===== config.mk =====
export PLATFORM = sky130hd
export DESIGN_NAME = csr_unit
export DESIGN_NICKNAME = d
export VERILOG_FILES = /design/src/verilog/core_pkg.sv /design/src/verilog/csr_unit.sv
export SDC_FILE = /design/constraint.sdc
export NUM_CORES = 1
export LEC_CHECK = 0
export BUFFER_PORTS_ARGS = -buffer_cell sky130_fd_sc_hd__buf_2
export CAP_MARGIN = 30
export CORE_ASPECT_RATIO = 0.9
export CORE_UTILIZATION = 40
export DETAILED_ROUTE_END_ITERATION = 10
export PLACE_DENSITY_LB_ADDON = 0.08
export SLEW_MARGIN = 25
export SYNTH_ARGS = -nofsm -noshare
export SYNTH_HDL_FRONTEND = slang
export SYNTH_SLANG_ARGS = --single-unit

===== constraint.sdc =====
create_clock -name clk -period 2.7 [get_ports clk]
set_input_delay 0.54 -clock clk [delete_from_list [all_inputs] [get_ports clk]]
set_output_delay 0.54 -clock clk [all_outputs]
set_load 0.005 [all_outputs]

===== src/verilog/core_pkg.sv =====
`default_nettype none

package core_pkg;

    localparam int XLEN  = 32;
    localparam int NREGS = 32;

    typedef logic [XLEN-1:0] u_int_x;
    typedef logic [31:0]     addr_t;
    typedef logic [7:0]      iid_t;
    typedef logic [4:0]      reg_idx_t;
    typedef logic [11:0]     csr_addr_t;

    localparam iid_t IID_NONE = 8'hFF; // Reserved, never issued.

    localparam csr_addr_t CSR_SCRATCH = 12'h340;
    localparam csr_addr_t CSR_INSTRET = 12'hC02;

    typedef enum logic [1:0] {
        WB_ALU = 2'd0,
        WB_MEM = 2'd1,
        WB_PC  = 2'd2,
        WB_CSR = 2'd3
    } wb_sel_e;

    typedef enum logic [3:0] {
        ADD    = 4'd0,
        SUB    = 4'd1,
        AND    = 4'd2,
        OR     = 4'd3,
        XOR    = 4'd4,
        SLL    = 4'd5,
        SRL    = 4'd6,
        SRA    = 4'd7,
        SLT    = 4'd8,
        SLTU   = 4'd9,
        PASS_B = 4'd10  // LUI style immediate.
    } alu_op_e;

    typedef enum logic [1:0] {
        MEM_NONE  = 2'd0,
        MEM_LOAD  = 2'd1,
        MEM_STORE = 2'd2
    } mem_op_e;

    typedef enum logic [1:0] {
        CSR_NONE  = 2'd0,
        CSR_READ  = 2'd1,
        CSR_WRITE = 2'd2
    } csr_op_e;

    typedef struct packed {
        wb_sel_e  wb_sel;
        logic     rf_wen;
        reg_idx_t wb_addr;
        alu_op_e  alu_op;
        mem_op_e  mem_op;
        csr_op_e  csr_op;
        logic     src2_imm;
    } ctrl_t;

    typedef struct packed {
        addr_t     pc;
        iid_t      inst_id;
        ctrl_t     ctrl;
        reg_idx_t  rs1;
        reg_idx_t  rs2;
        u_int_x    imm;
        csr_addr_t csr_addr;
    } uop_t;

    typedef struct packed {
        addr_t  pc;
        iid_t   inst_id;
        ctrl_t  ctrl;
        u_int_x alu_out;
        u_int_x store_data;
        u_int_x csr_rdata;
    } ex_mem_t;

    typedef struct packed {
        addr_t  pc;
        iid_t   inst_id;
        ctrl_t  ctrl;
        u_int_x alu_out;
        u_int_x mem_rdata;
        u_int_x csr_rdata;
    } mem_wb_t;

    typedef struct packed {
        addr_t    pc;
        iid_t     inst_id;
        reg_idx_t rd;
        logic     wen;
        u_int_x   data;
    } retire_t;

    // Result source selection, shared by memory forwarding and write-back.
    function automatic u_int_x wb_select(
        input addr_t   pc,
        input wb_sel_e wb_sel,
        input u_int_x  alu_out,
        input u_int_x  mem_rdata,
        input u_int_x  csr_rdata
    );
        case (wb_sel)
            WB_MEM:  return mem_rdata;
            WB_PC:   return pc + 32'd4;
            WB_CSR:  return csr_rdata;
            default: return alu_out;
        endcase
    endfunction

endpackage

`default_nettype wire


===== src/verilog/csr_unit.sv =====
`timescale 1ns/1ns
`default_nettype none

module csr_unit import core_pkg::*; (
    input  wire logic      clk,
    input  wire logic      rst_n,
    input  wire csr_op_e   csr_op,
    input  wire csr_addr_t csr_addr,
    input  wire u_int_x    csr_wdata,
    output u_int_x         csr_rdata,
    input  wire logic      retire_pulse,
    output u_int_x         instret
);

    u_int_x scratch;

    always_comb begin
        case (csr_addr)
            CSR_INSTRET: csr_rdata = instret;
            CSR_SCRATCH: csr_rdata = scratch;
            default:     csr_rdata = '0;
        endcase
    end

    always_ff @(posedge clk or negedge rst_n) begin
        if (!rst_n) begin
            instret <= '0;
        end else if (retire_pulse) begin
            instret <= instret + 1'b1; // Once per retired id.
        end
    end

    always_ff @(posedge clk or negedge rst_n) begin
        if (!rst_n) begin
            scratch <= '0;
        end else if (csr_op == CSR_WRITE && csr_addr == CSR_SCRATCH) begin
            scratch <= csr_wdata;
        end
    end

    // Upstream decode must never send a write to the counter.
    a_no_instret_write: assert property (@(posedge clk) disable iff (!rst_n)
        csr_op == CSR_WRITE |-> csr_addr != CSR_INSTRET)
        else $error("CSR write to read-only instret");

endmodule

`default_nettype wire


* Word-level counts from Yosys, hierarchy flattened
Cells that the tools add are included.
** Word-level totals
- Output and inout bits :: 64
- Input bits :: 49
- Word-level logic and storage cells :: 8
- Flip-flop bits (word level) :: 64
** Operators by class
- Multiplexer cells :: 1
- Reduce and logical (&&, ||, !) cells :: 1
- Add/subtract/negate cells :: 1
- Equality and inequality tests :: 3
** Operator list (number)
- one-hot mux 32 bit (2 select lines) :: 1
- adder 32 x 1 -> 32 bit, second input constant :: 1
- equality test 12 x 10 -> 1 bit, second input constant :: 1
- equality test 12 bit, second input constant :: 1
- equality test 2 bit, second input constant :: 1
- logical AND 1 bit :: 1

* Longest topological paths before layout
- Depth after elaboration :: 2
- Depth in mapped cells :: 6
- Gate-level depth less buffers :: 5

* Worst setup path after synthesis
Ideal clock, no wire load.
- Path type :: in2out
- Start :: input csr_addr[0]
- End :: output csr_rdata[0]
- Stages on the path :: 4
- Setup slack :: 0.215 ns
- Data arrival time :: 1.945 ns
- Required time :: 2.160 ns
- Path buffers :: 1
- Path through :: or4_4 nor3_1 clkbuf_1 a22o_1
** Between the ends
- Cells in the longest elaborated chain, start to end :: 2
- Elaborated cells between the ends (all ways) :: 3
- Those cells by class :: eq/ne (2); mux (1)
** RTL lines
- start, declared :: line csr_unit.sv:8 : input wire csr_addr_t csr_addr,
- equality test 12 x 10 -> 1 bit / equality test 12 bit (equally long branches) :: line csr_unit.sv:18 : case (csr_addr)
- one-hot mux 32 bit (2 select lines) (*) :: line csr_unit.sv:18
- end, declared :: line csr_unit.sv:10 : output u_int_x csr_rdata,
Mark *: on every way between the ends. The rest lies on a longest branch, timed or not.

* Worst setup path after layout
- Start :: input csr_addr[0]
- End :: output csr_rdata[2]
The elaborated chain is that of the path after synthesis.

==> out/metrics.yaml <==
hold_path.class: "in -> async"
drt-total-wl_um: 6950
synth_cells: 240
hold_violations: 0
rr_startpoint: "instret[3]"
regToRegEndpoint: "instret[11]"
fin_crit_sh: 0.958
tightest_slew_ps: 690
clk_pin_slew_worst_paths_ps: 60
syn_nets: 290
ys_ff_latch: 64
cts.repair.resized: 0
p_leak_nw: 2.08
synth_largest_area_cell: "dfrtp_1"
grt_usage: 0.191
max_stage_delay_ps: 550
diodes: 0
die_area_um2: 7820
crit_path_start: "csr_addr[0]"
antenna_found_initial: 0
finClkSkew_ps: 6.91
grt_pass1_vias: 2314
finalCriticalPeriod_ps: 2590
synth_area_leaders: "dfrtp_1 54%, mux2_1 11%, a22o_1 9.4%"
reg2reg_setup_slack_ps: 940
yosysWarnings: 0
crit_chain: "buf_2 > or4_4 > nor4_4 > buf_4 > a22o_1 > buf_2"
cp_max_fo: 14
drv_slew: 0
insertion_delay_ps: 340
area_delta_synth_final_pct: 30.8
final_area_um2: 3910
nets: 412
setup_tns_ps: 0
cp.depth: 6
start_kind: "primary input"
ir_worst_vdd_mv: 0.329
final_antenna_net_count: 0
port_buffers: 112
avgViaCountPerCell: 5.18
cts_hold_buf: 0
synth_edf_count: 0
layout-drive-gt1-share: 0.396
synth_seq_area_share: 0.536
ys_top_cells_by_count: "64 x dfrtp_1, 32 x a22o_1, 30 x mux2_1"
cts-buffers-inserted: 9
rr_worst_depth: 4
slowest_stage: "or4_4"
cp.required_ps: 2160
cp_top_family: "simple AND/OR/NAND/NOR gates"
worst-setup-path-type: "in -> out"
cts_buffer_depth: 2
worst_setup_path_end_kind: "primary output"
placed_cells: 444
cts_tree: "yes"
synth_cell_types: 25
root_buffer: "clkbuf_8"
grt-ovfl-total: 0
drv_cap: 0
path_buf_inv: 3
place_area_um2: 3720
synth_area_um2: 2990
dpl.hpwl_um: 5060
cts_max_level: 3
arrival_ps: 2050
die_h_um: 84.0
start_util: 0.418
vias: 2378
final_cells: 459
grt_pass1_wl_um: 11500
rsz0062_at_grt: "false"
post_drt_wl_per_cell_um: 15.1
synth_most_common_cell: "dfrtp_1"
timing.slew.headroom: 0.540
status: "finished, final reports clean"
core-area_um2: 7150
worstSetupEndpoint: "csr_rdata[2]"
post-route-drc-count: 0
gp_congestion: 0.697
p_per_area_nw_per_um2: 534
synth_ff_type: "dfrtp_1"
cts_setup_buffers: 0
synth_top_area_share: 0.536
io_pins: 113
cts_num_sinks: 64
fmax_ghz: 0.386
synth-async-reset-ratio: 1.00
syn_avg_cell_area_um2: 12.4
grt_start_max_net_pins: 36
fillers: 652
die_w_um: 93.1
first_iter_violations: 75
rows: 29
first_pass_iters: 4
setup_viol_count_final: 0
cp_common_cell: "buf_2"
==> final cells by class <==
cell class / count / area, um2 / share of cell area
clock buffer: 11 / 141 / 0.0362
clock inverter: 4 / 45.0 / 0.0115
inverter: 2 / 7.51 / 0.00192
multi-input combinational: 163 / 1320 / 0.338
sequential: 64 / 1600 / 0.410
tap: 93 / 116 / 0.0298
timing repair buffer: 122 / 677 / 0.173
==> cells by family after synthesis <==
logic type,after synthesis,synth area share
AO/OA/AOI/OAI,32,0.0938
XOR/XNOR,31,0.0909
adder cells (fa/ha/maj),1,0.00419
buffers and inverters,13,0.0243
flip-flops,64,0.536
multiplexers,33,0.124
AND/OR/NAND/NOR,66,0.126
==> worst register-to-register path, cell delays in order (launching register included) <==
cell	delay, ps
dfrtp_1	470
nand4_1	280
nor3_1	560
nand3_1	180
xnor2_1	150
==> sequential cells by signal (all words and copies together), names as in the netlist <==
| register | count |
|---|---|
| scratch | 32 |
| instret | 32 |
==> how the worst min path moves through the flow <==
stage               cells after the start     endpoint        from  slack, ps
global route                            1  scratch[23]       rst_n        290
detailed placement                      1   scratch[7]  scratch[7]        480
floorplan                               0   instret[0]       rst_n        240
global placement                        1   scratch[1]  scratch[1]        470
CTS                                     1  instret[31]       rst_n        250
finish                                  1  instret[26]       rst_n        240
==> cells in the final DEF (no fill, tap or decap), drive strengths merged <==
cell,instances
a22o,32
and3,5
and3b,1
and4,2
buf,122
bufinv,1
clkbuf,11
clkinv,3
dfrtp,64
ha,1
inv,2
mux2,33
nand2,12
nand3,13
nand4,14
nand4b,1
nor2,5
nor3,7
nor4,2
nor4b,1
or2,2
or4,1
xnor2,26
xor2,5
==> metal layers <==
metal  global-route usage  up-vias  wire (um)  part of all wire
met5                    0        -          0                 0
met4               0.0671        0         63            0.0091
met3               0.0519        4        353             0.051
met2                0.316       69       3360              0.48
met1                0.241     1173       3170              0.46
li1                     -     1132          -                 -
==> report_power, final <==
part           switching, mW  internal (mW)  leakage, nW
Clock                  0.343          0.441       0.0989
Combinational         0.0894          0.114         1.10
Sequential            0.0890           1.01        0.882
==> stage by stage <==
step	util	worst slack (ps)	hold slack, ps	total power [mW]
detailed placement	0.520	111	476	1.32
global placement	0.520	140	468	1.32
floorplan	-	215	244	1.18
global route	0.547	3.28	294	2.19
CTS	0.546	105	254	2.12
finish	0.547	112	242	2.09
(Power assumes the default switching activity.)
