**config.mk**
```make
export PLATFORM = sky130hd
export DESIGN_NAME = write_back_stage
export DESIGN_NICKNAME = d
export VERILOG_FILES = /design/src/verilog/core_pkg.sv /design/src/verilog/write_back_stage.sv
export SDC_FILE = /design/constraint.sdc
export NUM_CORES = 2
export LEC_CHECK = 0
export BUFFER_PORTS_ARGS = -buffer_cell sky130_fd_sc_hd__buf_4
export CORE_AREA = 3 3 510 512
export DETAILED_ROUTE_END_ITERATION = 6
export DIE_AREA = 0 0 513 515
export HOLD_SLACK_MARGIN = 0.03
export PLACE_DENSITY_LB_ADDON = 0.25
export SLEW_MARGIN = 10
export SYNTH_ARGS = -nofsm -noshare
export SYNTH_HDL_FRONTEND = slang
export SYNTH_SLANG_ARGS = --single-unit
```
**constraint.sdc**
```tcl
create_clock -name clk -period 8.5 [get_ports clk]
set_clock_uncertainty 0.15 [all_clocks]
set_input_delay 1.275 -clock clk [delete_from_list [all_inputs] [get_ports clk]]
set_output_delay 1.275 -clock clk [all_outputs]
set_load 0.01 [all_outputs]
```
**src/verilog/core_pkg.sv**
```systemverilog
`default_nettype none

package core_pkg;

    localparam int XLEN  = 32;
    localparam int NREGS = 32;

    typedef logic [XLEN-1:0] u_int_x;
    typedef logic [31:0]     addr_t;
    typedef logic [7:0]      iid_t;
    typedef logic [4:0]      reg_idx_t;
    typedef logic [11:0]     csr_addr_t;

    localparam iid_t IID_NONE = 8'hFF; // Reserved, never issued.

    localparam csr_addr_t CSR_SCRATCH = 12'h340;
    localparam csr_addr_t CSR_INSTRET = 12'hC02;

    typedef enum logic [1:0] {
        WB_ALU = 2'd0,
        WB_MEM = 2'd1,
        WB_PC  = 2'd2,
        WB_CSR = 2'd3
    } wb_sel_e;

    typedef enum logic [3:0] {
        ADD    = 4'd0,
        SUB    = 4'd1,
        AND    = 4'd2,
        OR     = 4'd3,
        XOR    = 4'd4,
        SLL    = 4'd5,
        SRL    = 4'd6,
        SRA    = 4'd7,
        SLT    = 4'd8,
        SLTU   = 4'd9,
        PASS_B = 4'd10  // LUI style immediate.
    } alu_op_e;

    typedef enum logic [1:0] {
        MEM_NONE  = 2'd0,
        MEM_LOAD  = 2'd1,
        MEM_STORE = 2'd2
    } mem_op_e;

    typedef enum logic [1:0] {
        CSR_NONE  = 2'd0,
        CSR_READ  = 2'd1,
        CSR_WRITE = 2'd2
    } csr_op_e;

    typedef struct packed {
        wb_sel_e  wb_sel;
        logic     rf_wen;
        reg_idx_t wb_addr;
        alu_op_e  alu_op;
        mem_op_e  mem_op;
        csr_op_e  csr_op;
        logic     src2_imm;
    } ctrl_t;

    typedef struct packed {
        addr_t     pc;
        iid_t      inst_id;
        ctrl_t     ctrl;
        reg_idx_t  rs1;
        reg_idx_t  rs2;
        u_int_x    imm;
        csr_addr_t csr_addr;
    } uop_t;

    typedef struct packed {
        addr_t  pc;
        iid_t   inst_id;
        ctrl_t  ctrl;
        u_int_x alu_out;
        u_int_x store_data;
        u_int_x csr_rdata;
    } ex_mem_t;

    typedef struct packed {
        addr_t  pc;
        iid_t   inst_id;
        ctrl_t  ctrl;
        u_int_x alu_out;
        u_int_x mem_rdata;
        u_int_x csr_rdata;
    } mem_wb_t;

    typedef struct packed {
        addr_t    pc;
        iid_t     inst_id;
        reg_idx_t rd;
        logic     wen;
        u_int_x   data;
    } retire_t;

    // Result source selection, shared by memory forwarding and write-back.
    function automatic u_int_x wb_select(
        input addr_t   pc,
        input wb_sel_e wb_sel,
        input u_int_x  alu_out,
        input u_int_x  mem_rdata,
        input u_int_x  csr_rdata
    );
        case (wb_sel)
            WB_MEM:  return mem_rdata;
            WB_PC:   return pc + 32'd4;
            WB_CSR:  return csr_rdata;
            default: return alu_out;
        endcase
    endfunction

endpackage

`default_nettype wire

```
**src/verilog/write_back_stage.sv**
```systemverilog
`timescale 1ns/1ns
`default_nettype none

module write_back_stage import core_pkg::*; #(
    parameter u_int_x STACK_TOP = 32'h00007500
) (
    input  wire logic    clk,
    input  wire logic    rst_n,
    input  wire logic    mem_valid,
    input  wire mem_wb_t mem_wb,
    output u_int_x       regfile [NREGS],
    output logic         wb_fwd_wen,
    output reg_idx_t     wb_fwd_rd,
    output u_int_x       wb_wdata_out,
    output logic         retire_pulse,
    output logic         retire_valid,
    output retire_t      retire
);

    u_int_x wb_data;
    iid_t   saved_inst_id;
    logic   is_new_inst;
    logic   rd_wen;

    assign wb_data = wb_select(mem_wb.pc, mem_wb.ctrl.wb_sel, mem_wb.alu_out,
                               mem_wb.mem_rdata, mem_wb.csr_rdata);
    assign wb_wdata_out = wb_data;

    always_ff @(posedge clk or negedge rst_n) begin
        if (!rst_n) begin
            saved_inst_id <= IID_NONE;
        end else if (mem_valid) begin
            saved_inst_id <= mem_wb.inst_id;
        end
    end

    // A held micro-op keeps its id and retires only on the first cycle.
    assign is_new_inst = mem_valid && (mem_wb.inst_id != saved_inst_id);
    assign rd_wen      = mem_wb.ctrl.rf_wen && (mem_wb.ctrl.wb_addr != '0);

    always_ff @(posedge clk or negedge rst_n) begin
        if (!rst_n) begin
            for (int i = 0; i < NREGS; i++) begin
                regfile[i] <= '1;
            end
            regfile[0] <= '0;
            regfile[2] <= STACK_TOP; // Stack pointer.
        end else if (is_new_inst && rd_wen) begin
            regfile[mem_wb.ctrl.wb_addr] <= wb_data;
        end
    end

    assign wb_fwd_wen = is_new_inst && rd_wen;
    assign wb_fwd_rd  = mem_wb.ctrl.wb_addr;

    assign retire_pulse = is_new_inst;
    assign retire_valid = is_new_inst;

    always_comb begin
        retire.pc      = mem_wb.pc;
        retire.inst_id = mem_wb.inst_id;
        retire.rd      = mem_wb.ctrl.wb_addr;
        retire.wen     = rd_wen;
        retire.data    = wb_data;
    end

    // The reserved id would be swallowed by the reset value of the filter.
    a_id_not_reserved: assert property (@(posedge clk) disable iff (!rst_n)
        mem_valid |-> mem_wb.inst_id != IID_NONE)
        else $error("reserved inst_id reached write-back");

endmodule

`default_nettype wire

```
# Word level (Yosys, flattened, before mapping)
# Index checks and enable logic that the tools add are counted.
[totals]
word_cells = 50
out_inout_bits = 1142
register_bits = 1032
[classes]
eq_ne = 4
magnitude_cmp = 2
n_reduce_logical = 5
muxes = 4
bitwise_logic = 1
addsub = 1
[op_table]
columns = ["operator", "n"]
rows = [
  ["1024-bit bitwise mux", 1],
  ["32-bit demux with 5-bit select", 1],
  ["32-bit one-hot mux with 3 select lines", 1],
  ["32-bit by 3-bit adder with 32-bit output, second input constant", 1],
  ["32-bit 2-to-1 mux", 1],
  ["8-bit inequality test", 1],
  ["6-bit >= comparator, second input constant", 1],
  ["6-bit by 1-bit < comparator with 1-bit output, second input constant", 1],
  ["5-bit inverter with 6-bit output", 1],
  ["5-bit nonzero test", 1],
  ["2-bit == test, second input constant", 2],
  ["1-bit logical AND", 4],
  ["2-bit by 1-bit == test with 1-bit output, second input constant", 1],
]

# Logic depth before layout (Yosys ltp)
[depth]
depth_word = 6
mapped_depth = 9
depth_no_buf = 6

# Worst setup path before layout
# Ideal clock, no wire load.
[synth_path]
path_type = "input -> output"
from = "input mem_wb[111] (netlist bit)"
to = "output wb_wdata_out[23]"
arrival_ns = 3.328
cell_stages = 8
required_time_ns = 7.075
setup_slack_ns = 3.747
path_cell_list = "buf_1 > buf_2 > buf_2 > mux4_2 > a211oi_1 > clkbuf_1 > inv_1 > buf_4"
[synth_lines]
columns = ["element", "line_no", "source"]
rows = [
  ["from (decl)", "write_back_stage.sv:10", "input wire mem_wb_t mem_wb,"],
  ["to (decl)", "write_back_stage.sv:14", "output u_int_x wb_wdata_out,"],
]

==> qor.csv <==
metric,value,unit
run status,finished clean,
non-filler instance count after layout,8491,
count of cell types in the netlist,65,
Synth Area per Inst,10.5,um2
most frequent cells after synthesis,"973 x sky130_fd_sc_hd__dfstp_2, 848 x sky130_fd_sc_hd__nand2_1, 721 x sky130_fd_sc_hd__o21ai_0, 325 x sky130_fd_sc_hd__clkbuf_1, 222 x sky130_fd_sc_hd__nor2_1",
insertion delay to the later sink of the worst-skew pair,800,ps
starting DRC count in detailed routing,1980,
synthesis-stage register bit count,1032,
net total in the final layout,5133,
post-synthesis share of cell area spent on xor and xnor gates,0.410,%
post-route antenna net violation count,0,
Total Neg Setup Slack,0,ps
Peak supply drop,165,uV
setup repair after global routing missed its margin,false,
largest cells by area after synthesis,"sky130_fd_sc_hd__dfstp_2 63%, sky130_fd_sc_hd__o21ai_0 8.9%, sky130_fd_sc_hd__nand2_1 7.8%",
vertical die dimension,515,um
aggregate global routing overflow,0,
Clk Tree Root Cell,sky130_fd_sc_hd__clkbuf_16,
multiplexer share of the synthesized area,1.12,%
slew at the pin closest to its max-slew limit,1180,ps
Post-Synth Adder-Cell Area,0.0309,%
critical path data arrival time,4430,ps
number of clock buffers inserted by TritonCTS,121,
Net Switching,4.77,mW
"final std cell area, no fill",58600,um2
wire length of the first global-routing pass,304000,um
count of TritonRoute iterations in the first routing pass,5,
Total Die Area,264000,um2
syn nets,4030,
combinational family with the most area after synthesis,compound AO/OA/AOI/OAI gates,
number of buffers inserted to repair setup after CTS,0,
DRT Wirelength,230000,um
fraction of the mapped netlist area in simple logic gates,11.8,%
sequential fraction of design power,42.3,%
largest fanout on the critical path,14,
post-detailed-route DRC marker count,0,
half-perimeter wire length of the detailed placement result,167000,um
via count,33100,
netlist area before placement,40600,um2
WL/cell,27.1,um
pin count of the biggest net entering global routing,150,
vias in the first global route,33000,
die width,513,um
number of placed I/O pins,1298,
total of fill cells in the finished design,27800,
count of input and output buffers,1288,
"FFs w/ async S/R, synth",100,%
worst slack after detailed placement,2580,ps
Pins Over Slew Limit,0,
area of the core,256000,um2
cell with the most instances after synthesis,sky130_fd_sc_hd__dfstp_2,
start-to-end type of the worst setup path,in -> out,
share of the synthesized area in the top cell type,63.0,%
Combinational Power Share,21.7,%
number of hold buffers added after cts,0,
count of flip-flops with a built-in enable after synthesis,0,
critical path launch point type,input pin,
highest attainable clock frequency,0.171,GHz
"buffers from clock root to sink, at most",3,
count of maximum capacitance violations,0,
"CTS clk-pin slew, worst paths",60,ps
Register-to-Register Path Depth,6,
count of cells resized by post-cts repair,0,
TritonCTS clock tree,yes,
endpoint kind of the worst setup timing path,output pin,
overall routing resource usage,16.8,%
final-report setup violation count,0,
internal power,10.9,mW
compound-cell area share of the yosys netlist,14.7,%
share of final-layout standard cells stronger than drive strength 1,53.0,%
"Area growth, synth to finish",44.4,%
clock sinks,1032,
PnR worst setup slack,2650,ps
net switching fraction of the power,30.5,%
effective utilization at floorplan,15.8,%
final clock period utilization by the worst path,68.9,%
routability congestion estimate from global placement,0.794,
min cycle time layout,5850,ps
cells after synthesis,3873,
worst hold stages,0,
Worst Hold Class,reg -> reg,
antenna violations before repair,51,
sequential share of the synthesized area,66.7,%
total of warnings raised by yosys,0,
number of endpoints with negative hold slack in the final report,0,
Via density,3.90,
predominant post-synthesis flop cell,sky130_fd_sc_hd__dfstp_2,
number of levels the H-tree was split into,3,
Row Count,186,
Max transition margin,21.6,%
Leak,24.5,nW
data required time of the critical path,7070,ps
relative contribution of the clock network to total power,36.0,%
cell total after placement,8237,
Pwr per Cell Area,267,nW/um2
area of placed instances,54200,um2
cell type with the highest aggregate area in the netlist,sky130_fd_sc_hd__dfstp_2,
==> power by group through the flow <==
stage	combinational [mW]	clock [mW]	sequential [mW]
5_1_grt	3.67	6.03	6.72
3_3_place_gp	3.46	0	6.64
4_1_cts	3.48	5.82	6.61
6_report	3.40	5.63	6.61
3_5_place_dp	3.48	0	6.67
2_1_floorplan	0.815	0	6.99
==> critical path, cell delays in order <==
cell                      delay, ps
sky130_fd_sc_hd__buf_4          160
sky130_fd_sc_hd__nand4_1        560
sky130_fd_sc_hd__or4_1          970
sky130_fd_sc_hd__o31a_1         420
sky130_fd_sc_hd__o31ai_4        230
sky130_fd_sc_hd__buf_4          410
sky130_fd_sc_hd__inv_2          160
sky130_fd_sc_hd__buf_4          190
==> placed cells by master, fill, tap and decap left out, types with 8 or more instances in the layout <==
master and n:
sky130_fd_sc_hd__xor2_1 8, sky130_fd_sc_hd__bufinv_16 14, sky130_fd_sc_hd__dfrtp_1 59, sky130_fd_sc_hd__mux2i_1 23, sky130_fd_sc_hd__o21ai_0 717, sky130_fd_sc_hd__clkbuf_8 28, sky130_fd_sc_hd__nand4_1 15, sky130_fd_sc_hd__xnor2_1 10
sky130_fd_sc_hd__a31oi_1 31, sky130_fd_sc_hd__clkbuf_16 122, sky130_fd_sc_hd__mux2_2 16, sky130_fd_sc_hd__a21oi_1 161, sky130_fd_sc_hd__dfstp_2 973, sky130_fd_sc_hd__inv_1 31, sky130_fd_sc_hd__clkbuf_1 30, sky130_fd_sc_hd__buf_4 1414
sky130_fd_sc_hd__a21boi_1 9, sky130_fd_sc_hd__o211ai_1 14, sky130_fd_sc_hd__o21ai_1 101, sky130_fd_sc_hd__diode_2 27, sky130_fd_sc_hd__o21ai_4 20, sky130_fd_sc_hd__nand2_1 846, sky130_fd_sc_hd__nand3_1 16, sky130_fd_sc_hd__nor2_1 219
sky130_fd_sc_hd__a211oi_1 13, sky130_fd_sc_hd__clkinv_2 18
==> cell type report <==
| cell class | instances | area [um2] | share of cell area (%) |
|---|---|---|---|
| inverter | 34 | 128 | 0.218 |
| clock inverter | 47 | 778 | 1.33 |
| antenna | 27 | 67.6 | 0.115 |
| sequential | 1032 | 27000 | 46.2 |
| clock buffer | 180 | 3550 | 6.06 |
| tap | 3384 | 4230 | 7.23 |
| timing repair buffer | 1422 | 10800 | 18.4 |
| multi-input combinational | 2365 | 12000 | 20.5 |
==> metal layers <==
layer / GRT usage (%) / wire [um]
met5: 0 / 83
met2: 28.0 / 110000
met1: 20.1 / 92700
met4: 5.52 / 6760
met3: 5.79 / 20800
==> cells by family (layout without fill, tap and decap cells) <==
| family | after synthesis | in the layout |
|---|---|---|
| XOR/XNOR | 19 | 19 |
| adder cells (fa/ha/maj) | 1 | 1 |
| flip-flops | 1032 | 1032 |
| AND/OR/NAND/NOR | 1179 | 1179 |
| other | 0 | 27 |
| multiplexers | 41 | 41 |
| AO/OA/AOI/OAI | 1125 | 1125 |
| buffers and inverters | 476 | 1683 |
==> registers in the layout, indices dropped and copies added, names as in the netlist <==
name	flops
regfile	1024
saved_inst_id	8
==> through the flow <==
step,hold slack (ps),util (%),power (mW)
after global placement,216,21.1,10.1
after floorplan,321,-,7.80
after global routing,237,22.8,16.4
after CTS,229,22.8,15.9
final,225,22.9,15.6
after detailed placement,216,21.1,10.1
==> final timing paths <==
kind | start | endpoint | slack (ps)
setup / recovery | mem_wb[126] | retire[29] | 2650
max in group asynchronous | rst_n | regfile[956] | 5900
min in group asynchronous | rst_n | regfile[11] | 750
hold / removal | regfile[1007] | regfile[1007] | 230
hold reg to reg | regfile[1007] | regfile[1007] | 230
setup reg to reg | saved_inst_id[0] | regfile[58] | 5420
Power figures use the tool's default switching activity.
