## src/verilog/core_pkg.sv

```systemverilog
`default_nettype none

package core_pkg;

    localparam int XLEN  = 32;
    localparam int NREGS = 32;

    typedef logic [XLEN-1:0] u_int_x;
    typedef logic [31:0]     addr_t;
    typedef logic [7:0]      iid_t;
    typedef logic [4:0]      reg_idx_t;
    typedef logic [11:0]     csr_addr_t;

    localparam iid_t IID_NONE = 8'hFF; // Reserved, never issued.

    localparam csr_addr_t CSR_SCRATCH = 12'h340;
    localparam csr_addr_t CSR_INSTRET = 12'hC02;

    typedef enum logic [1:0] {
        WB_ALU = 2'd0,
        WB_MEM = 2'd1,
        WB_PC  = 2'd2,
        WB_CSR = 2'd3
    } wb_sel_e;

    typedef enum logic [3:0] {
        ADD    = 4'd0,
        SUB    = 4'd1,
        AND    = 4'd2,
        OR     = 4'd3,
        XOR    = 4'd4,
        SLL    = 4'd5,
        SRL    = 4'd6,
        SRA    = 4'd7,
        SLT    = 4'd8,
        SLTU   = 4'd9,
        PASS_B = 4'd10  // LUI style immediate.
    } alu_op_e;

    typedef enum logic [1:0] {
        MEM_NONE  = 2'd0,
        MEM_LOAD  = 2'd1,
        MEM_STORE = 2'd2
    } mem_op_e;

    typedef enum logic [1:0] {
        CSR_NONE  = 2'd0,
        CSR_READ  = 2'd1,
        CSR_WRITE = 2'd2
    } csr_op_e;

    typedef struct packed {
        wb_sel_e  wb_sel;
        logic     rf_wen;
        reg_idx_t wb_addr;
        alu_op_e  alu_op;
        mem_op_e  mem_op;
        csr_op_e  csr_op;
        logic     src2_imm;
    } ctrl_t;

    typedef struct packed {
        addr_t     pc;
        iid_t      inst_id;
        ctrl_t     ctrl;
        reg_idx_t  rs1;
        reg_idx_t  rs2;
        u_int_x    imm;
        csr_addr_t csr_addr;
    } uop_t;

    typedef struct packed {
        addr_t  pc;
        iid_t   inst_id;
        ctrl_t  ctrl;
        u_int_x alu_out;
        u_int_x store_data;
        u_int_x csr_rdata;
    } ex_mem_t;

    typedef struct packed {
        addr_t  pc;
        iid_t   inst_id;
        ctrl_t  ctrl;
        u_int_x alu_out;
        u_int_x mem_rdata;
        u_int_x csr_rdata;
    } mem_wb_t;

    typedef struct packed {
        addr_t    pc;
        iid_t     inst_id;
        reg_idx_t rd;
        logic     wen;
        u_int_x   data;
    } retire_t;

    // Result source selection, shared by memory forwarding and write-back.
    function automatic u_int_x wb_select(
        input addr_t   pc,
        input wb_sel_e wb_sel,
        input u_int_x  alu_out,
        input u_int_x  mem_rdata,
        input u_int_x  csr_rdata
    );
        case (wb_sel)
            WB_MEM:  return mem_rdata;
            WB_PC:   return pc + 32'd4;
            WB_CSR:  return csr_rdata;
            default: return alu_out;
        endcase
    endfunction

endpackage

`default_nettype wire

```

## src/verilog/memory_stage.sv

```systemverilog
`timescale 1ns/1ns
`default_nettype none

module memory_stage import core_pkg::*; #(
    parameter int DMEM_WORDS = 64
) (
    input  wire logic    clk,
    input  wire logic    rst_n,
    input  wire logic    ex_valid,
    input  wire ex_mem_t ex_mem,
    output logic         mem_fwd_wen,
    output reg_idx_t     mem_fwd_rd,
    output u_int_x       mem_fwd_data,
    output logic         mem_valid,
    output mem_wb_t      mem_wb
);

    localparam int IDX_W = (DMEM_WORDS > 1) ? $clog2(DMEM_WORDS) : 1;

    u_int_x            dmem [DMEM_WORDS];
    logic [XLEN-3:0]   word_addr;
    logic [IDX_W-1:0]  ram_idx;
    u_int_x            mem_rdata;
    iid_t              last_id;
    logic              mem_new;

    assign word_addr = ex_mem.alu_out[XLEN-1:2];
    assign ram_idx   = IDX_W'(word_addr % DMEM_WORDS);
    assign mem_rdata = dmem[ram_idx]; // Combinational load.

    // Same duplicate filter as write-back, one stage earlier.
    always_ff @(posedge clk or negedge rst_n) begin
        if (!rst_n) begin
            last_id <= IID_NONE;
        end else if (ex_valid) begin
            last_id <= ex_mem.inst_id;
        end
    end

    assign mem_new = ex_valid && (ex_mem.inst_id != last_id);

    always_ff @(posedge clk) begin
        if (mem_new && ex_mem.ctrl.mem_op == MEM_STORE) dmem[ram_idx] <= ex_mem.store_data;
    end

    assign mem_fwd_wen  = mem_new && ex_mem.ctrl.rf_wen && (ex_mem.ctrl.wb_addr != '0);
    assign mem_fwd_rd   = ex_mem.ctrl.wb_addr;
    assign mem_fwd_data = wb_select(ex_mem.pc, ex_mem.ctrl.wb_sel, ex_mem.alu_out,
                                    mem_rdata, ex_mem.csr_rdata);

    always_ff @(posedge clk or negedge rst_n) begin
        if (!rst_n) begin
            mem_valid <= 1'b0;
        end else begin
            mem_valid <= ex_valid;
        end
    end

    always_ff @(posedge clk) begin
        if (ex_valid) begin
            mem_wb.pc        <= ex_mem.pc;
            mem_wb.inst_id   <= ex_mem.inst_id;
            mem_wb.ctrl      <= ex_mem.ctrl;
            mem_wb.alu_out   <= ex_mem.alu_out;
            mem_wb.mem_rdata <= mem_rdata;
            mem_wb.csr_rdata <= ex_mem.csr_rdata;
        end
    end

    a_word_aligned: assert property (@(posedge clk) disable iff (!rst_n)
        ex_valid && ex_mem.ctrl.mem_op != MEM_NONE |-> ex_mem.alu_out[1:0] == 2'b00)
        else $error("misaligned data access at %h", ex_mem.alu_out);

endmodule

`default_nettype wire

```

## config.mk

```make
export PLATFORM = sky130hd
export DESIGN_NAME = memory_stage
export DESIGN_NICKNAME = d
export VERILOG_FILES = /design/src/verilog/core_pkg.sv /design/src/verilog/memory_stage.sv
export SDC_FILE = /design/constraint.sdc
export NUM_CORES = 2
export LEC_CHECK = 0
export ABC_AREA = 1
export BUFFER_PORTS_ARGS = -buffer_cell sky130_fd_sc_hd__buf_2
export CAP_MARGIN = 40
export CORE_MARGIN = 8
export CORE_UTILIZATION = 39
export CTS_CLUSTER_DIAMETER = 200
export CTS_CLUSTER_SIZE = 40
export DETAILED_ROUTE_END_ITERATION = 12
export HOLD_SLACK_MARGIN = 0.08
export PLACE_DENSITY_LB_ADDON = 0.05
export SLEW_MARGIN = 20
export SYNTH_ARGS = -nofsm -noshare
export SYNTH_HDL_FRONTEND = slang
export SYNTH_SLANG_ARGS = --single-unit
```

## constraint.sdc

```tcl
create_clock -name clk -period 3.1 [get_ports clk]
set_input_delay 0.31 -clock clk [delete_from_list [all_inputs] [get_ports clk]]
set_output_delay 0.31 -clock clk [all_outputs]
set_load 0.05 [all_outputs]
```

* After elaboration in Yosys (flattened, before gate mapping) *
Memory sizes are Yosys's and may differ from the RTL's.
Cells that the tools add are included.

storage, ports and cells
  memories = 1
  flip-flop bits (word level) = 162
  output and inout bits = 192
  input bits = 156
  bits in writable memories = 2048

memory list
  memory  depth  width  rd ports  clocked after memory_dff  wr ports  line                RTL
  dmem    64     32     1         0                         1         memory_stage.sv:20  u_int_x dmem [DMEM_WORDS];

operators by class
  reduce and logical (&&, ||, !) cells = 5
  add/sub/neg operators = 1
  equality and inequality tests = 5
  mux-type cells = 3

operators with widths
  kind                                                 count
  case mux 32 bit (3 select lines)                     1
  adder 32 x 3 -> 32 bit, second input constant        1
  inequality test 8 bit                                1
  equality test 2 bit, second input constant           3
  nonzero test 5 bit                                   1
  logical AND 1 bit                                    4
  equality test 2 x 1 -> 1 bit, second input constant  1
  2-to-1 mux 1 bit                                     2

* Depth between registers and ports, before layout *
  word-level depth = 5
  gate-level depth with buffers = 17
  gate-level depth less buffers = 13

* Worst setup path after synthesis *
No wires, ideal clock.

  path kind = input to register
  start point = input ex_mem[67] (netlist bit)
  end point = memory dmem[10][0] (netlist bit), enable pin
  slack = -42 ps
  data required time = 2679 ps
  setup time = 421 ps
  stages = 8
  arrival = 2721 ps
  path buffers = 2
  cells stage by stage = buf_2 > clkinv_2 > buf_2 > nor2_1 > inv_1 > nor2_1 > nand4_1 > nor2_1

RTL lines
  item         line                RTL
  from (decl)  memory_stage.sv:10  input wire ex_mem_t ex_mem,
  to (decl)    memory_stage.sv:20

No word-level cell before the write port.

* Worst setup path after layout *
  start point = input ex_mem[67] (netlist bit)
  end point = output mem_fwd_data[2]

on the way
  longest elaborated chain between the ends = 2

ends and longest elaborated chain
  item                              line                RTL
  memory read (64 x 32 bit)         --
  named net mem_rdata[2]            memory_stage.sv:23  u_int_x mem_rdata;
  case mux 32 bit (3 select lines)  core_pkg.sv:106     case (wb_sel)
  to (decl)                         memory_stage.sv:13  output u_int_x mem_fwd_data,

The timed path passes the listed nets, and every way through them passes these cells.

==> impl.org <==
** Outcome
- The run finished with clean final reports.

** STA
- The total count of max-transition violations in the final report is 0.
- The smallest clock period supported by the final layout is computed as 3.04 ns.
- For the pin with the worst max-slew slack, the measured transition is 0.939 ns.
- Clock skew on the completed layout was measured at 0.0440 ns.
- Setup repair after global routing could not meet its margin everywhere.
- Static timing analysis puts the maximum clock frequency at 0.329 GHz.
- Number of hold violations in the final report :: 0
- Setup slack on the critical path of the routed design comes to 0.0573 ns.
- Number of endpoints failing setup at the final stage :: 0
- Sum Neg Setup Slack :: 0 ns
- Slew Limit Headroom :: 37.4%
- Post-route clock period utilization :: 98.2%

** Layout
- After the last flow step, the layout net total stands at 9817.
- Area taken by multi-input logic gates :: 25000 um^2
- Area grow syn2layout :: 16.0%
- The library cell used most frequently in the layout, excluding fill and tap cells, is nand2_1.
- Fill count :: 22200
- Cells with a size suffix above 1 make up 12.2% of the layout.
- In the final layout, flip-flops and latches occupy 66300 um^2.
- In the layout the commonest cells are 5797 x nand2_1, 2201 x edfxtp_1, 315 x buf_2, 315 x buf_4, 213 x buf_12.

** Yosys
- Summing the sequential cell areas from Yosys gives 71.5% of the chip area.
- Synthesis handed over a netlist of 9011 instances.
- Counting distinct cell types in the post-synthesis netlist gives 36.
- Mean instance size in the synthesized netlist :: 10.3 um^2
- After Yosys synthesis, full adders, half adders and majority gates account for 0.0135% of the synthesized area.
- Xor-xnor portion of the synthesized cell area :: 0.0755%
- For this run, the number of Yosys warnings is 0.
- Multiplexer share of the synthesized area :: 0.0728%
- Synth Register Bits :: 2210
- Of the total synthesized cell area, the portion taken by AND, OR, NAND and NOR gates is 25.3%.
- Main combinational cell family by area after synthesis :: simple AND/OR/NAND/NOR gates
- Summing the areas of all compound-gate instances in the mapped netlist gives 0.305% of the synthesized area.
- Synthesized area :: 92800 um^2
- The number of nets handed over by synthesis was 9168.

** Drt
- Total vias in the final route :: 63700
- The pre-antenna-repair detailed-routing pass consisted of 5 iterations.
- In the routed layout, each cell is associated on average with a via count of 4.96.
- After the first detailed-routing iteration, the DRC count stood at 5679.
- In the final routed layout, each cell accounts on average for 24.0 um.
- In the routed design, unresolved DRC markers number 0.
- Antenna Nets Post-Route :: 0
- Routed Wire Length :: 309000 um

** Power
- For this design the static power due to leakage is 44.6 nW.
- Highest ir drop seen on vdd :: 0.572 mV
- Pwr/cell area :: 480 nW/um^2

** Clocking
- Clock tree from TritonCTS :: built
- Num CTS Buffers :: 61
- Worst skew pair latency :: 0.82 ns
- Number of H-tree levels :: 2
- No sink is reached through more buffers than the 3 on the longest clock path.
- Clk root buf :: clkbuf_16
- Clock transition at the register clock pins on the worst setup and hold paths after CTS :: 0.15 ns
- The tree built by TritonCTS fans out to 2210 sinks.

** Die
- The floorplan has 179 rows.
- For this configuration, the core starts out at a cell density of 39.1%.
- The floorplan step defined a core boundary enclosing 237000 um^2.
- The die is 504 um wide.
- Height of the chip :: 504 um
- Top Ports :: 348
- Die Footprint :: 254000 um^2

** Worst setup path
- Among the stages of the critical path, the cell type that occurs most often is nand2_1.
- The worst setup path is launched from an input pin.
- Classification of the worst setup path :: input pin to primary output
- For the worst setup path, the data required time is 2.79 ns.
- The critical path goes through buf_8 > dlygate4sd3_1 > buf_12 > nand2_1 > nand2_1 > nand2_1 > nand2_1 > nand2_1 > nand2_1 > nor2_1 > nand2_1 > buf_12 > nand2_1 > nand3_1 > buf_2.
- Critical-path top delay cell :: dlygate4sd3_1
- STA classifies the critical path endpoint as a primary output.
- Of all nets on the critical path, the largest fanout is 40.
- Data arrival time at the worst-slack endpoint :: 2.73 ns
- Delay of the slowest cell on the worst path :: 0.62 ns

** Global route
- Pin count of the biggest net entering global routing :: 150
- The total overflow left after global routing is 0.
- Initial antenna violation count :: 16
- The via count of the first global-routing pass came to 60600.
- GR Util All Layers :: 23.4%
- Global-route wire length before repair :: 444000 um

** Run
- Max Cap Violations :: 0

** Place
- Post-place setup slack :: -0.111 ns
- Number of buffer cells added on primary ports :: 347
- Global placement routability congestion :: 0.854
- Detailed placement finished with a half-perimeter wire length of 199000 um.

** Min path
- Type of the worst min-delay path :: input pin to register
==> power by group <==
part           internal, mW  total (mW)  switching (mW)
combinational          1.78        6.08            4.30
clock                  3.65        12.4            8.77
sequential             33.1        33.2          0.0716
total                  38.5        51.7            13.1
==> worst max-delay path: cells and delay by family <==
family / cells / cell delay, ns
AND/OR/NAND/NOR: 10 / 0.94
buffers and inverters: 5 / 1.41
==> cell families after synthesis <==
group,after synthesis
xor+xnor,8
simple gates,6204
compound gates,46
buf+inv,536
mux,6
fa+ha+maj,1
flops,2210
==> path summary, 6_finish.rpt <==
check | startpoint | end | slack [ns] | cells after the start
worst max register to register | last_id[3] | dmem[42][3] | 0.33 | 10
worst max-delay path | ex_mem[67] | mem_fwd_data[2] | 0.06 | 15
worst min-delay path | ex_valid | mem_wb[75] | 0.15 | 2
min in group asynchronous | rst_n | mem_valid | 0.48 | 3
max in group asynchronous | rst_n | last_id[6] | 2.27 | 3
worst min register to register | last_id[6] | last_id[6] | 0.53 | 2
==> routing by layer <==
layer	share of wire, %	up-vias	GRT usage [%]	wire, um
met2	47	1691	39.0	146000
met5	0.016	-	0	48
met4	1.8	8	4.12	5570
li1	-	30300	-	-
met3	5.2	222	2.73	15900
met1	46	31500	33.6	141000
==> what timing repair did <==
| action | in CTS | in global routing |
|---|---|---|
| hold buffers | 149 | 4 |
| gates resized for setup | 63 | 145 |
| cloned | 0 | 1 |
| endpoints found under the setup margin | 21 | 31 |
| endpoints found under the hold margin | 980 | 132 |
| pin swaps | 8 | 27 |
| setup buffers | 0 | 1 |
==> final cells by class <==
| type | count | share of cell area [%] |
|---|---|---|
| inverters | 98 | 0.379 |
| repair buffers | 1024 | 9.56 |
| clock buffers | 73 | 1.46 |
| diodes | 9 | 0.0209 |
| multi-input cells | 6265 | 23.2 |
| flip-flops and latches | 2210 | 61.6 |
| clock inverters | 3 | 0.0442 |
| well taps | 3167 | 3.68 |
==> metrics by stage <==
stage          instances  power [mW]  area (um^2)  hold WS (ns)  utilization, %
2_1_floorplan       9011        36.7        92800        0.0144               -
3_5_place_dp       12600        39.7       104000         0.182            43.7
4_1_cts            12800        52.1       107000        0.0832            45.1
3_3_place_gp       12600        39.6       103000         0.173            43.4
6_report           12800        51.7       108000         0.153            45.4
5_1_grt            12800        53.4       108000         0.102            45.4
==> cells in the mapped netlist (all sizes together) <==
cell type / number / area share [%]
o21ai: 22 / 0.12
clkinv: 1 / 0.0054
a31oi: 1 / 0.0067
o211ai: 5 / 0.040
a21oi: 7 / 0.038
a22oi: 2 / 0.016
or2: 9 / 0.061
nand4: 14 / 0.094
a32o: 3 / 0.032
mux2: 6 / 0.073
dfrtp: 1 / 0.027
edfxtp: 2201 / 71
o22ai: 1 / 0.0067
nand3: 75 / 0.40
inv: 97 / 0.40
xor2: 8 / 0.076
a22o: 4 / 0.038
nor4: 2 / 0.013
clkbuf: 114 / 0.46
dfstp: 8 / 0.23
nor2: 185 / 0.75
a21o: 1 / 0.0081
buf: 324 / 1.9
nand2: 5901 / 24
ha: 1 / 0.013
nor3: 18 / 0.13
==> registers in the layout, summed over array words and instances (netlist names) <==
signal and count:
last_id 8, mem_wb 153, mem_valid 1, dmem 2048
Power figures use the tool's default switching activity.
